$ cat config.mk
export PLATFORM = sky130hd
export DESIGN_NAME = vldu_top
export DESIGN_NICKNAME = d
export VERILOG_FILES = /design/src/hw/vldu_pkg.sv /design/src/hw/vldu_insn_queue.sv /design/src/hw/vldu_beat_packer.sv /design/src/hw/vldu_result_queue.sv /design/src/hw/vldu_top.sv
export SDC_FILE = /design/constraint.sdc
export NUM_CORES = 1
export LEC_CHECK = 0
export ABC_AREA = 1
export BUFFER_PORTS_ARGS = -buffer_cell sky130_fd_sc_hd__buf_4
export CAP_MARGIN = 20
export CELL_PAD_IN_SITES_DETAIL_PLACEMENT = 1
export CELL_PAD_IN_SITES_GLOBAL_PLACEMENT = 1
export CORE_MARGIN = 3
export CORE_UTILIZATION = 49
export DETAILED_ROUTE_END_ITERATION = 8
export GPL_ROUTABILITY_DRIVEN = 0
export PLACE_DENSITY_LB_ADDON = 0.25
export SKIP_LAST_GASP = 1
export SLEW_MARGIN = 10
export SYNTH_ARGS = -nofsm -noshare
export SYNTH_HDL_FRONTEND = slang
export SYNTH_SLANG_ARGS = --single-unit
$ cat constraint.sdc
create_clock -name clk_i -period 27.5 [get_ports clk_i]
set_input_delay 2.75 -clock clk_i [delete_from_list [all_inputs] [get_ports clk_i]]
set_output_delay 2.75 -clock clk_i [all_outputs]
set_load 0.1 [all_outputs]
$ cat src/hw/vldu_pkg.sv
package vldu_pkg;

  //////////////////////////////
  // Geometry
  //////////////////////////////

  // Bytes per lane word, set by the 64-bit element width
  localparam int unsigned LaneBytes = 8;
  // Bytes per memory read beat
  localparam int unsigned BeatBytes = 8;
  // Number of distinct instruction ids
  localparam int unsigned NrVInsn = 8;
  // Register file words per vector register in each lane
  localparam int unsigned RegWords = 32;

  //////////////////////////////
  // Scalar types
  //////////////////////////////

  typedef logic [$clog2(NrVInsn)-1:0] vid_t;
  typedef logic [4:0] vreg_t;
  typedef logic [15:0] vlen_t;
  typedef logic [15:0] vaddr_t;
  typedef logic [8*LaneBytes-1:0] elen_t;
  typedef logic [LaneBytes-1:0] strb_t;

  // Element width, also the byte shift of vl
  typedef enum logic [1:0] {
    EW8  = 2'd0,
    EW16 = 2'd1,
    EW32 = 2'd2,
    EW64 = 2'd3
  } sew_t;

  //////////////////////////////
  // Interface structs
  //////////////////////////////

  // Load instruction from the sequencer
  typedef struct packed {
    vid_t  id;
    vreg_t vd;
    vlen_t vl;
    sew_t  sew;
  } pe_req_t;

  // Burst descriptor, beats minus one
  typedef struct packed {
    logic [7:0] len;
  } addrgen_req_t;

  // One full, aligned read beat
  typedef struct packed {
    logic [8*BeatBytes-1:0] data;
  } r_beat_t;

  // Write request towards one lane
  typedef struct packed {
    vid_t   id;
    vaddr_t addr;
    elen_t  wdata;
    strb_t  be;
  } payload_t;

endpackage

$ cat src/hw/vldu_insn_queue.sv
`timescale 1ns/1ns

module vldu_insn_queue #(
  parameter int unsigned NrLanes        = 2,
  parameter int unsigned InsnQueueDepth = 4
) (
  input  logic              clk_i,
  input  logic              rst_ni,
  // Sequencer side
  input  vldu_pkg::pe_req_t pe_req_i,
  input  logic              pe_req_valid_i,
  output logic              pe_req_ready_o,
  // Towards the packer
  output vldu_pkg::pe_req_t issue_insn_o,
  output logic              issue_valid_o,
  input  logic              issue_done_i,
  // From the result queue
  input  logic              word_retired_i,
  // Completion report
  output logic              load_complete_o,
  output vldu_pkg::vid_t    done_id_o
);

  import vldu_pkg::*;

  localparam int unsigned PtrW      = (InsnQueueDepth > 1) ? $clog2(InsnQueueDepth) : 1;
  localparam int unsigned CntW      = $clog2(InsnQueueDepth + 1);
  // Bytes retired per result word, all lanes together
  localparam vlen_t       WordBytes = vlen_t'(NrLanes * LaneBytes);

  // Pointers for the three phases, plus occupancy per phase
  typedef struct packed {
    logic [PtrW-1:0] accept_pnt;
    logic [PtrW-1:0] issue_pnt;
    logic [PtrW-1:0] commit_pnt;
    logic [CntW-1:0] issue_cnt;
    logic [CntW-1:0] commit_cnt;
  } queue_state_t;

  pe_req_t      insn_q [InsnQueueDepth];
  queue_state_t state_d, state_q;
  vlen_t        commit_bytes_d, commit_bytes_q;
  logic         accept;
  logic         commit_valid;

  // Wrap at the queue depth, which need not be a power of two
  function automatic logic [PtrW-1:0] next_pnt(input logic [PtrW-1:0] pnt);
    return (pnt == PtrW'(InsnQueueDepth - 1)) ? '0 : pnt + PtrW'(1);
  endfunction

  // Full when every slot still waits for its commit
  assign pe_req_ready_o = (state_q.commit_cnt != CntW'(InsnQueueDepth));
  assign accept         = pe_req_valid_i && pe_req_ready_o;

  assign issue_insn_o  = insn_q[state_q.issue_pnt];
  assign issue_valid_o = (state_q.issue_cnt != '0);

  assign commit_valid = (state_q.commit_cnt != '0);
  assign done_id_o    = insn_q[state_q.commit_pnt].id;

  //////////////////////////////
  // Phase bookkeeping
  //////////////////////////////

  always_comb begin
    state_d         = state_q;
    commit_bytes_d  = commit_bytes_q;
    load_complete_o = 1'b0;

    // Packer placed the last byte of the issuing instruction
    if (issue_done_i) begin
      state_d.issue_pnt = next_pnt(state_q.issue_pnt);
      state_d.issue_cnt = state_q.issue_cnt - CntW'(1);
    end

    // One word left the result queue, floor at zero
    if (word_retired_i) begin
      if (commit_bytes_q > WordBytes)
        commit_bytes_d = commit_bytes_q - WordBytes;
      else
        commit_bytes_d = '0;
    end

    // All bytes of the commit instruction are in the lanes
    if (commit_valid && commit_bytes_d == '0) begin
      load_complete_o    = 1'b1;
      state_d.commit_pnt = next_pnt(state_q.commit_pnt);
      state_d.commit_cnt = state_q.commit_cnt - CntW'(1);
      // Next in line takes over the byte counter
      if (state_d.commit_cnt != '0)
        commit_bytes_d = insn_q[state_d.commit_pnt].vl << insn_q[state_d.commit_pnt].sew;
    end

    // New instruction, counter loads directly if nothing else commits
    if (accept) begin
      if (state_d.commit_cnt == '0)
        commit_bytes_d = pe_req_i.vl << pe_req_i.sew;
      state_d.accept_pnt = next_pnt(state_q.accept_pnt);
      state_d.issue_cnt  = state_d.issue_cnt + CntW'(1);
      state_d.commit_cnt = state_d.commit_cnt + CntW'(1);
    end
  end

  always_ff @(posedge clk_i or negedge rst_ni) begin
    if (!rst_ni) begin
      state_q        <= '0;
      commit_bytes_q <= '0;
    end else begin
      state_q        <= state_d;
      commit_bytes_q <= commit_bytes_d;
    end
  end

  // Instruction storage
  always_ff @(posedge clk_i) begin
    if (accept)
      insn_q[state_q.accept_pnt] <= pe_req_i;
  end

endmodule

$ cat src/hw/vldu_beat_packer.sv
`timescale 1ns/1ns

module vldu_beat_packer #(
  parameter int unsigned NrLanes = 2
) (
  input  logic                                 clk_i,
  input  logic                                 rst_ni,
  // Issuing instruction
  input  vldu_pkg::pe_req_t                    issue_insn_i,
  input  logic                                 issue_valid_i,
  output logic                                 issue_done_o,
  // Burst descriptor
  input  vldu_pkg::addrgen_req_t               addrgen_req_i,
  input  logic                                 addrgen_valid_i,
  output logic                                 addrgen_ready_o,
  // Read channel
  input  vldu_pkg::r_beat_t                    r_beat_i,
  input  logic                                 r_valid_i,
  output logic                                 r_ready_o,
  // Towards the result queue
  output vldu_pkg::payload_t [NrLanes-1:0]     push_payload_o,
  output logic                                 push_valid_o,
  input  logic                                 push_ready_i
);

  import vldu_pkg::*;

  localparam int unsigned WordBytes = NrLanes * LaneBytes;
  localparam int unsigned BPntW     = $clog2(BeatBytes + 1);
  localparam int unsigned WPntW     = $clog2(WordBytes + 1);
  localparam int unsigned BIdxW     = $clog2(BeatBytes);

  // Bytes of the instruction already placed
  vlen_t                          issued_d, issued_q;
  // Next unread byte in the beat, next free byte in the word
  logic [BPntW-1:0]               beat_pnt_d, beat_pnt_q;
  logic [WPntW-1:0]               word_pnt_d, word_pnt_q;
  // Beats consumed in the current burst
  logic [7:0]                     beat_cnt_d, beat_cnt_q;
  // Word under construction, and the same word with this cycle's bytes merged
  logic [WordBytes-1:0][7:0]      word_data_q, word_data_m;
  logic [WordBytes-1:0]           word_be_q, word_be_m;

  logic [BeatBytes-1:0][7:0]      beat_bytes;
  vlen_t                          total_bytes, insn_left, beat_left, word_left, n_bytes;
  vlen_t                          src;
  vaddr_t                         word_addr;
  logic                           work;

  assign beat_bytes  = r_beat_i.data;
  assign total_bytes = issue_insn_i.vl << issue_insn_i.sew;

  // Room left in each of the three limits
  assign insn_left = total_bytes - issued_q;
  assign beat_left = vlen_t'(BeatBytes) - vlen_t'(beat_pnt_q);
  assign word_left = vlen_t'(WordBytes) - vlen_t'(word_pnt_q);

  always_comb begin
    n_bytes = (insn_left < word_left) ? insn_left : word_left;
    if (beat_left < n_bytes)
      n_bytes = beat_left;
  end

  // Beat, burst, instruction and a free result slot all present
  assign work = issue_valid_i && r_valid_i && addrgen_valid_i && push_ready_i;

  // Register word index within the instruction, vd selects the base
  assign word_addr = vaddr_t'(issue_insn_i.vd) * vaddr_t'(RegWords)
                   + vaddr_t'(issued_q / vlen_t'(WordBytes));

  //////////////////////////////
  // Byte placement
  //////////////////////////////

  always_comb begin
    issued_d        = issued_q;
    beat_pnt_d      = beat_pnt_q;
    word_pnt_d      = word_pnt_q;
    beat_cnt_d      = beat_cnt_q;
    word_data_m     = word_data_q;
    word_be_m       = word_be_q;
    src             = '0;
    r_ready_o       = 1'b0;
    addrgen_ready_o = 1'b0;
    issue_done_o    = 1'b0;
    push_valid_o    = 1'b0;

    if (issue_valid_i && total_bytes == '0) begin
      // Nothing to load, retire straight away
      issue_done_o = 1'b1;
    end else if (work) begin
      // Copy the window of n_bytes from beat into word
      for (int w = 0; w < WordBytes; w++) begin
        if (vlen_t'(w) >= vlen_t'(word_pnt_q) && vlen_t'(w) < vlen_t'(word_pnt_q) + n_bytes) begin
          src            = vlen_t'(beat_pnt_q) + vlen_t'(w) - vlen_t'(word_pnt_q);
          word_data_m[w] = beat_bytes[src[BIdxW-1:0]];
          word_be_m[w]   = 1'b1;
        end
      end
      issued_d   = issued_q + n_bytes;
      beat_pnt_d = beat_pnt_q + BPntW'(n_bytes);
      word_pnt_d = word_pnt_q + WPntW'(n_bytes);

      // Word full or instruction exhausted
      if (n_bytes == word_left || n_bytes == insn_left) begin
        push_valid_o = 1'b1;
        word_pnt_d   = '0;
      end

      // Beat drained, rest of a beat is dropped at the end of an instruction
      if (n_bytes == beat_left || n_bytes == insn_left) begin
        r_ready_o  = 1'b1;
        beat_pnt_d = '0;
        if (beat_cnt_q == addrgen_req_i.len) begin
          addrgen_ready_o = 1'b1;
          beat_cnt_d      = '0;
        end else begin
          beat_cnt_d = beat_cnt_q + 8'd1;
        end
      end

      if (n_bytes == insn_left) begin
        issue_done_o = 1'b1;
        issued_d     = '0;
      end
    end
  end

  // Lane l takes word bytes l*8 up to l*8+7
  always_comb begin
    for (int l = 0; l < NrLanes; l++) begin
      push_payload_o[l].id    = issue_insn_i.id;
      push_payload_o[l].addr  = word_addr;
      push_payload_o[l].wdata = word_data_m[l*LaneBytes +: LaneBytes];
      push_payload_o[l].be    = word_be_m[l*LaneBytes +: LaneBytes];
    end
  end

  always_ff @(posedge clk_i or negedge rst_ni) begin
    if (!rst_ni) begin
      issued_q    <= '0;
      beat_pnt_q  <= '0;
      word_pnt_q  <= '0;
      beat_cnt_q  <= '0;
      word_data_q <= '0;
      word_be_q   <= '0;
    end else begin
      issued_q   <= issued_d;
      beat_pnt_q <= beat_pnt_d;
      word_pnt_q <= word_pnt_d;
      beat_cnt_q <= beat_cnt_d;
      // Start from an empty word once the last one went out
      if (push_valid_o) begin
        word_data_q <= '0;
        word_be_q   <= '0;
      end else begin
        word_data_q <= word_data_m;
        word_be_q   <= word_be_m;
      end
    end
  end

endmodule

$ cat src/hw/vldu_result_queue.sv
`timescale 1ns/1ns

module vldu_result_queue #(
  parameter int unsigned NrLanes = 2
) (
  input  logic                             clk_i,
  input  logic                             rst_ni,
  // From the packer
  input  vldu_pkg::payload_t [NrLanes-1:0] push_payload_i,
  input  logic                             push_valid_i,
  output logic                             push_ready_o,
  // Lane write ports
  output logic               [NrLanes-1:0] ldu_result_req_o,
  output vldu_pkg::payload_t [NrLanes-1:0] ldu_result_o,
  input  logic               [NrLanes-1:0] ldu_result_gnt_i,
  // Head word fully granted
  output logic                             word_retired_o
);

  import vldu_pkg::*;

  localparam int unsigned ResultQueueDepth = 2;
  localparam int unsigned PtrW             = $clog2(ResultQueueDepth);
  localparam int unsigned CntW             = $clog2(ResultQueueDepth + 1);

  // Slot storage and per-lane pending bits
  payload_t [ResultQueueDepth-1:0][NrLanes-1:0] slot_q;
  logic     [ResultQueueDepth-1:0][NrLanes-1:0] pend_d, pend_q;
  logic     [PtrW-1:0]                          wr_pnt_d, wr_pnt_q;
  logic     [PtrW-1:0]                          rd_pnt_d, rd_pnt_q;
  logic     [CntW-1:0]                          cnt_d, cnt_q;

  logic                                         push;
  logic     [NrLanes-1:0]                       head_left;

  assign push_ready_o = (cnt_q != CntW'(ResultQueueDepth));
  assign push         = push_valid_i && push_ready_o;

  // Head slot faces the lanes
  assign ldu_result_req_o = pend_q[rd_pnt_q];
  assign ldu_result_o     = slot_q[rd_pnt_q];

  // Lanes still owing a grant after this cycle
  assign head_left      = pend_q[rd_pnt_q] & ~ldu_result_gnt_i;
  assign word_retired_o = (cnt_q != '0) && (pend_q[rd_pnt_q] != '0) && (head_left == '0);

  //////////////////////////////
  // Pointer and pending update
  //////////////////////////////

  always_comb begin
    pend_d   = pend_q;
    wr_pnt_d = wr_pnt_q;
    rd_pnt_d = rd_pnt_q;
    cnt_d    = cnt_q;

    // Granted lanes drop their request
    pend_d[rd_pnt_q] = head_left;

    if (word_retired_o) begin
      rd_pnt_d = rd_pnt_q + PtrW'(1);
      cnt_d    = cnt_d - CntW'(1);
    end

    // New word requests every lane at once
    if (push) begin
      pend_d[wr_pnt_q] = '1;
      wr_pnt_d         = wr_pnt_q + PtrW'(1);
      cnt_d            = cnt_d + CntW'(1);
    end
  end

  always_ff @(posedge clk_i or negedge rst_ni) begin
    if (!rst_ni) begin
      pend_q   <= '0;
      wr_pnt_q <= '0;
      rd_pnt_q <= '0;
      cnt_q    <= '0;
    end else begin
      pend_q   <= pend_d;
      wr_pnt_q <= wr_pnt_d;
      rd_pnt_q <= rd_pnt_d;
      cnt_q    <= cnt_d;
    end
  end

  // Payload slots
  always_ff @(posedge clk_i) begin
    if (push)
      slot_q[wr_pnt_q] <= push_payload_i;
  end

endmodule

$ cat src/hw/vldu_top.sv
`timescale 1ns/1ns

module vldu_top #(
  parameter int unsigned NrLanes        = 2,
  parameter int unsigned InsnQueueDepth = 4
) (
  input  logic                             clk_i,
  input  logic                             rst_ni,
  // Sequencer
  input  vldu_pkg::pe_req_t                pe_req_i,
  input  logic                             pe_req_valid_i,
  output logic                             pe_req_ready_o,
  // Address generator
  input  vldu_pkg::addrgen_req_t           addrgen_req_i,
  input  logic                             addrgen_valid_i,
  output logic                             addrgen_ready_o,
  // Memory read channel
  input  vldu_pkg::r_beat_t                r_beat_i,
  input  logic                             r_valid_i,
  output logic                             r_ready_o,
  // Lanes
  output logic               [NrLanes-1:0] ldu_result_req_o,
  output vldu_pkg::payload_t [NrLanes-1:0] ldu_result_o,
  input  logic               [NrLanes-1:0] ldu_result_gnt_i,
  // Completion
  output logic                             load_complete_o,
  output vldu_pkg::vid_t                   done_id_o
);

  import vldu_pkg::*;

  // Queue to packer
  pe_req_t                issue_insn;
  logic                   issue_valid;
  logic                   issue_done;
  // Packer to result queue
  payload_t [NrLanes-1:0] push_payload;
  logic                   push_valid;
  logic                   push_ready;
  // Result queue back to the commit counter
  logic                   word_retired;

  vldu_insn_queue #(
    .NrLanes        (NrLanes),
    .InsnQueueDepth (InsnQueueDepth)
  ) insn_queue_i (
    .clk_i           (clk_i),
    .rst_ni          (rst_ni),
    .pe_req_i        (pe_req_i),
    .pe_req_valid_i  (pe_req_valid_i),
    .pe_req_ready_o  (pe_req_ready_o),
    .issue_insn_o    (issue_insn),
    .issue_valid_o   (issue_valid),
    .issue_done_i    (issue_done),
    .word_retired_i  (word_retired),
    .load_complete_o (load_complete_o),
    .done_id_o       (done_id_o)
  );

  vldu_beat_packer #(
    .NrLanes (NrLanes)
  ) beat_packer_i (
    .clk_i           (clk_i),
    .rst_ni          (rst_ni),
    .issue_insn_i    (issue_insn),
    .issue_valid_i   (issue_valid),
    .issue_done_o    (issue_done),
    .addrgen_req_i   (addrgen_req_i),
    .addrgen_valid_i (addrgen_valid_i),
    .addrgen_ready_o (addrgen_ready_o),
    .r_beat_i        (r_beat_i),
    .r_valid_i       (r_valid_i),
    .r_ready_o       (r_ready_o),
    .push_payload_o  (push_payload),
    .push_valid_o    (push_valid),
    .push_ready_i    (push_ready)
  );

  vldu_result_queue #(
    .NrLanes (NrLanes)
  ) result_queue_i (
    .clk_i            (clk_i),
    .rst_ni           (rst_ni),
    .push_payload_i   (push_payload),
    .push_valid_i     (push_valid),
    .push_ready_o     (push_ready),
    .ldu_result_req_o (ldu_result_req_o),
    .ldu_result_o     (ldu_result_o),
    .ldu_result_gnt_i (ldu_result_gnt_i),
    .word_retired_o   (word_retired)
  );

endmodule

# Word level (Yosys, flattened, before mapping)

Memory sizes are Yosys's and may differ from the RTL's.
Cells that the tools add are included.

Bits in registers: 577
Memories: 1
Logic and storage cells: 331
RAM bits: 104
Output and inout bits: 191

Memories:

| name                | words | bits a word | rd ports | clocked after Yosys merged registers in | write ports | RTL line              | RTL |
|---|---|---|---|---|---|---|---|
| insn_queue_i.insn_q | 4     | 26          | 3        | 0                                       | 1           | vldu_insn_queue.sv:40 | `pe_req_t insn_q [InsnQueueDepth];` |

Eq/ne operators: 9
Shift-type cells: 3
Mux-type cells: 119
Order comparisons: 55
Add/sub/neg operators: 52
Reductions and logical operators: 40
Bitwise operators: 4

Operators with widths:

| kind                                               | count |
|---|---|
| 2-to-1 mux 182 bit                                 | 3 |
| binary-select mux 8 bit (select 3 bit)             | 16 |
| 2-to-1 mux 128 bit                                 | 3 |
| bitwise mux 364 bit                                | 1 |
| 2-to-1 mux 8 bit                                   | 33 |
| 2-to-1 mux 16 bit                                  | 12 |
| demux 182 bit (select 1 bit)                       | 1 |
| < comparator 4 x 16 -> 1 bit, first input constant | 8 |
| < comparator 3 x 16 -> 1 bit, first input constant | 4 |
| < comparator 3 x 4 -> 1 bit, second input constant | 16 |
| equality test 16 bit                               | 3 |
| left shift 16 x 2 -> 16 bit                        | 3 |
| subtractor 3 bit                                   | 16 |
| >= comparator 4 x 5 -> 1 bit, first input constant | 8 |
| zero test 16 bit                                   | 2 |
| < comparator 1 x 16 -> 1 bit, first input constant | 2 |
| < comparator 16 bit                                | 2 |
| < comparator 2 x 16 -> 1 bit, first input constant | 2 |
| 2-to-1 mux 1 bit                                   | 32 |
| logical AND 1 bit                                  | 27 |
| adder 3 bit, second input constant                 | 8 |
| >= comparator 3 x 5 -> 1 bit, first input constant | 4 |
| 2-to-1 mux 2 bit                                   | 9 |
| adder 16 bit                                       | 1 |
| 41 further kinds                                   | 66 |

# Longest topological paths before layout

An unclocked memory read counts as a cell.

Depth in word-level cells: 14
Mapped depth: 69

# By module

From an unflattened synthesis, not the netlist that was laid out.

Cells, all modules: 4349
Area, all modules: 36801.5 µm²

By module, submodules not included:

| module            | area an instance (µm²) | times used | cells an instance |
|---|---|---|---|
| vldu_beat_packer  | 15838.9                | 1          | 2478 |
| vldu_result_queue | 13679.4                | 1          | 1019 |
| vldu_insn_queue   | 7283.2                 | 1          | 852 |

# Worst setup path before layout

OpenSTA, ideal clock, no wires.

Path type: reg2reg
From: register insn_queue_i.state_q[8] (netlist bit)
To: register result_queue_i.pend_q[0] (netlist bit)
Setup time: 0.095 ns
Data arrival time: 14.027 ns
Path slack: 13.378 ns
Cell stages (with the launch flop): 53
Required time: 27.405 ns
Path through: dfrtp_1 -> buf_4 -> or2_1 -> a32oi_4 -> inv_2 -> clkbuf_1 -> o21ai_0 -> inv_1 -> ha_1 -> nand3_1 -> nand2_1 -> nand2_1 -> nand2_1 -> nand2_1 -> nand2_1 -> nand2_1 -> nand2_1 -> nand2_1 -> [... 17 more ...] -> o21bai_1 -> a21oi_1 -> a2111oi_1 -> nand2_2 -> buf_4 -> inv_1 -> nand2_1 -> nand2_1 -> ha_1 -> inv_1 -> nand4_1 -> nor2_1 -> nand2_1 -> nand2_1 -> nand2_2 -> nor2_1 -> inv_1 -> nand2_1

RTL lines:

| what                     | RTL line                | RTL |
|---|---|---|
| start: declaration       | vldu_insn_queue.sv:41   | `queue_state_t state_d, state_q;` |
| start signal: assignment | vldu_insn_queue.sv:109  | `state_q <= state_d;` |
| end signal: assignment   | vldu_result_queue.sv:80 | `pend_q <= pend_d;` |
| end: declaration         | vldu_result_queue.sv:28 | `logic [ResultQueueDepth-1:0][NrLanes-1:0] pend_d, pend_q;` |

# Worst setup path after layout

From: register insn_queue_i.state_q[8] (netlist bit)
To: output addrgen_ready_o

Word-level cells in the longest chain between the ends: 12

RTL lines:

| what                          | RTL line                | RTL |
|---|---|---|
| memory read (4 x 26 bit) *    | --                      |  |
| left shift 16 x 2 -> 16 bit * | vldu_beat_packer.sv:51  | `assign total_bytes = issue_insn_i.vl << issue_insn_i.sew;` |
| subtractor 16 bit             | vldu_beat_packer.sv:54  | `assign insn_left = total_bytes - issued_q;` |
| < comparator 16 bit           | vldu_beat_packer.sv:59  | `n_bytes = (insn_left < word_left) ? insn_left : word_left;` |
| 2-to-1 mux 16 bit             | vldu_beat_packer.sv:59  |  |
| < comparator 16 bit           | vldu_beat_packer.sv:60  | `if (beat_left < n_bytes)` |
| 2-to-1 mux 16 bit             | vldu_beat_packer.sv:60  |  |
| equality test 16 bit          | vldu_beat_packer.sv:111 | `if (n_bytes == beat_left \|\| n_bytes == insn_left) begin` |
| logical OR 1 bit              | vldu_beat_packer.sv:111 |  |
| 2-to-1 mux 1 bit              | vldu_beat_packer.sv:111 |  |
| 2-to-1 mux 1 bit              | vldu_beat_packer.sv:91  | `end else if (work) begin` |
| 2-to-1 mux 1 bit *            | vldu_beat_packer.sv:88  | `if (issue_valid_i && total_bytes == '0) begin` |
| end: declaration              | vldu_top.sv:16          | `output logic addrgen_ready_o,` |

Mark *: on every way between the ends. The rest lies on a longest branch, timed or not.

==> insert_results.sql <==
INSERT INTO impl_metrics (metric_group, metric, value, unit) VALUES
('sta', 'maxSlewViolCount', '0', ''),
('detailed_routing', 'vias', '29600', ''),
('placement', 'post_dp_cell_area', '0.0378', 'mm2'),
('sta', 'tightest_slew', '1.09', 'ns'),
('sta', 'clock_skew', '0.0259', 'ns'),
('setup_path', 'cpPeakStageDelay', '0.51', 'ns'),
('setup_path', 'reg2reg_slack', '14.83', 'ns'),
('setup_path', 'worstPathRequired', '24.75', 'ns'),
('synthesis', 'synth_seq_area_share', '51.6', '%'),
('setup_path', 'path_common_cell', 'sky130_fd_sc_hd__nand2_1', ''),
('global_route', 'grt_start_max_net_pins', '129', ''),
('global_route', 'grt.overflow.total', '0', ''),
('setup_path', 'worstSetupPathType', 'flop to output pin', ''),
('setup_path', 'worst_r2r_startpoint', 'insn_queue_i.state_q[8]', ''),
('min_path', 'worst_hold_path.endpoint', 'result_queue_i.slot_q[167]', ''),
('detailed_routing', 'drc', '0', ''),
('synthesis', 'most_common_cell_in_the_netlist', 'sky130_fd_sc_hd__nand2_1', ''),
('cts', 'worst_setup_hold_path_clk_slew', '0.06', 'ns'),
('floorplanning', 'fp.coreArea', '0.0704', 'mm2'),
('cts', 'clock-sinks', '637', ''),
('global_route', 'grt_pass1_vias', '30900', ''),
('setup_path', 'timing.critical_path.max_delay_family', 'simple AND/OR/NAND/NOR gates', ''),
('detailed_routing', 'drtAntennaViolNets', '0', ''),
('sta', 'hold_slack', '0.523', 'ns'),
('setup_path', 'crit_path_buffers_inverters', '6', ''),
('cts', 'clk_latency', '0.64', 'ns'),
('sta', 'timing.max_slew.rel_slack', '26.8', '%'),
('sta', 'totalNegativeSetupSlack', '0', 'ns'),
('cts', 'cts.path.max_buffers', '3', ''),
('detailed_routing', 'vias_per_cell', '5.50', ''),
('sta', 'postLayoutSetupSlackWorst', '13.70', 'ns'),
('setup_path', 'critical_path.endpoint_type', 'output pin', ''),
('synthesis', 'synth-edff-count', '424', ''),
('synthesis', 'post_synth_inst_count', '4170', ''),
('sta', 'min_period_over_period', '50.2', '%'),
('setup_path', 'worst-path-max-fanout', '56', ''),
('setup_path', 'slowest_cell_on_the_critical_path', 'sky130_fd_sc_hd__a2111oi_1', ''),
('min_path', 'whs_path_cells', '0', ''),
('floorplanning', 'pin_count', '296', ''),
('cts', 'cts_tree', 'done', ''),
('setup_path', 'crit-reg2reg-capture', 'result_queue_i.slot_q[210]', ''),
('placement', 'hpwlAfterDp', '79600', 'um'),
('min_path', 'hold_path.startpoint', 'beat_packer_i.issued_q[8]', ''),
('floorplanning', 'number_of_rows_in_the_core_area', '97', ''),
('min_path', 'timing.hold.worst.class', 'flop to flop', ''),
('synthesis', 'yosys.area.top_type_share', '36.4', '%'),
('synthesis', 'synth_commonest_cells', '1317 x sky130_fd_sc_hd__nand2_1, 535 x sky130_fd_sc_hd__inv_1, 424 x sky130_fd_sc_hd__edfxtp_1, 341 x sky130_fd_sc_hd__nor2_1, 334 x sky130_fd_sc_hd__o21ai_0', ''),
('cts', 'post_cts_resize_count', '0', ''),
('setup_path', 'timing.reg2reg.worst_path_depth', '52', ''),
('global_route', 'grt_first_pass_wirelength', '173000', 'um'),
('placement', 'port-buffer-count', '289', ''),
('layout', 'finish.net_count', '4603', ''),
('sta', 'rsz0062_at_grt', 'false', ''),
('floorplanning', 'die_y', '273', 'um'),
('detailed_routing', 'routedWlPerCell', '20.9', 'um'),
('sta', 'hold_viol', '0', ''),
('floorplanning', 'floorplan.initialDensity', '49.7', '%'),
('global_route', 'antenna_found_initial', '1', ''),
('layout', 'post-route-cell-area', '0.0402', 'mm2'),
('setup_path', 'worst_setup_path_start_kind', 'flop', ''),
('cts', 'clock_tree.htree_level_count', '3', ''),
('cts', 'clk_root_buffer_cell', 'sky130_fd_sc_hd__clkbuf_16', ''),
('synthesis', 'synth_ff_type', 'sky130_fd_sc_hd__edfxtp_1', ''),
('setup_path', 'crit_arrival', '11.05', 'ns'),
('synthesis', 'post_synth_main_area_contributors', 'sky130_fd_sc_hd__edfxtp_1 36%, sky130_fd_sc_hd__dfrtp_1 15%, sky130_fd_sc_hd__nand2_1 14%', ''),
('run_status', 'status', 'finished, final reports clean', ''),
('detailed_routing', 'dr.first_iter.drc_count', '2091', ''),
('synthesis', 'synth_area_per_cell', '8.39', 'um2'),
('synthesis', 'synthesis.area', '0.0350', 'mm2'),
('placement', 'dpl_worst_slack', '14.58', 'ns'),
('cts', 'hold_buffers', '0', '');
-- worst max-delay path by stage --
stage                                  startpoint                  endpoint  cells past startpoint
after floorplan           insn_queue_i.state_q[8]  result_queue_i.pend_q[0]                     52
final                     insn_queue_i.state_q[8]           addrgen_ready_o                     41
after CTS                 insn_queue_i.state_q[8]           addrgen_ready_o                     41
after global placement    insn_queue_i.state_q[8]           addrgen_ready_o                     46
after global routing      insn_queue_i.state_q[8]           addrgen_ready_o                     41
after detailed placement  insn_queue_i.state_q[8]           addrgen_ready_o                     41
-- metrics by stage --
stage,std cells,utilization [%]
after global placement,5250,53.6
after floorplan,4175,-
after global routing,5384,57.0
final,5384,57.0
after CTS,5383,57.0
after detailed placement,5251,53.7
-- cell families (layout without fill, tap and decap cells) --
family	after synthesis	in the layout	share of synthesized area, %
multiplexers	8	8	0.229
AND/OR/NAND/NOR	1997	1997	23.8
adder cells (fa/ha/maj)	112	112	4.15
flip-flops	637	637	51.6
AO/OA/AOI/OAI	583	583	9.20
XOR/XNOR	105	105	2.63
buffers and inverters	727	996	8.36
other	1	6	0.0107
-- layout by cell type (no fill, tap or decap), types with 11 or more instances in the layout --
master / n
sky130_fd_sc_hd__a21oi_1: 126
sky130_fd_sc_hd__a32o_1: 11
sky130_fd_sc_hd__buf_4: 308
sky130_fd_sc_hd__clkbuf_1: 17
sky130_fd_sc_hd__clkbuf_16: 72
sky130_fd_sc_hd__clkinv_2: 14
sky130_fd_sc_hd__dfrtp_1: 212
sky130_fd_sc_hd__edfxtp_1: 424
sky130_fd_sc_hd__ha_1: 104
sky130_fd_sc_hd__inv_1: 535
sky130_fd_sc_hd__nand2_1: 1317
sky130_fd_sc_hd__nand2_2: 26
sky130_fd_sc_hd__nand2_4: 14
sky130_fd_sc_hd__nand3_1: 208
sky130_fd_sc_hd__nand4_1: 20
sky130_fd_sc_hd__nor2_1: 334
sky130_fd_sc_hd__nor2_4: 11
sky130_fd_sc_hd__nor3_1: 13
sky130_fd_sc_hd__o21ai_0: 334
sky130_fd_sc_hd__o22ai_1: 56
sky130_fd_sc_hd__xnor2_1: 15
sky130_fd_sc_hd__xor2_1: 90
-- state kept, by name, indices dropped and copies added, names as in the netlist --
| signal | flops |
|---|---|
| beat_packer_i.word_be_q | 16 |
| beat_packer_i.word_data_q | 128 |
| beat_packer_i.beat_cnt_q | 8 |
| result_queue_i.slot_q | 320 |
| beat_packer_i.beat_pnt_q | 4 |
| result_queue_i.wr_pnt_q | 1 |
| result_queue_i.rd_pnt_q | 1 |
| insn_queue_i.state_q | 12 |
| insn_queue_i.insn_q | 104 |
| result_queue_i.cnt_q | 2 |
| result_queue_i.pend_q | 4 |
| beat_packer_i.issued_q | 16 |
| beat_packer_i.word_pnt_q | 5 |
| insn_queue_i.commit_bytes_q | 16 |
-- metal layers --
layer | GRT usage [%] | up-vias | wire length [um]
li1 | - | 13900 | -
met1 | 36.5 | 14700 | 45100
met2 | 53.0 | 788 | 57400
met3 | 3.69 | 238 | 5060
met4 | 12.8 | 0 | 5110
met5 | 0 | - | 0
-- cell type report --
class | count | area, um2 | share of cell area (%)
clock buffers | 94 | 1930 | 4.82
clock inverters | 38 | 440 | 1.10
inverters | 552 | 2080 | 5.17
multi-input cells | 2811 | 14100 | 35.1
flip-flops and latches | 637 | 18100 | 45.0
well taps | 940 | 1180 | 2.93
repair buffers | 312 | 2370 | 5.91
Power is left out: the tool's default activity adds up to more than one toggle a clock period on the data nets, which glitch-free logic cannot reach.
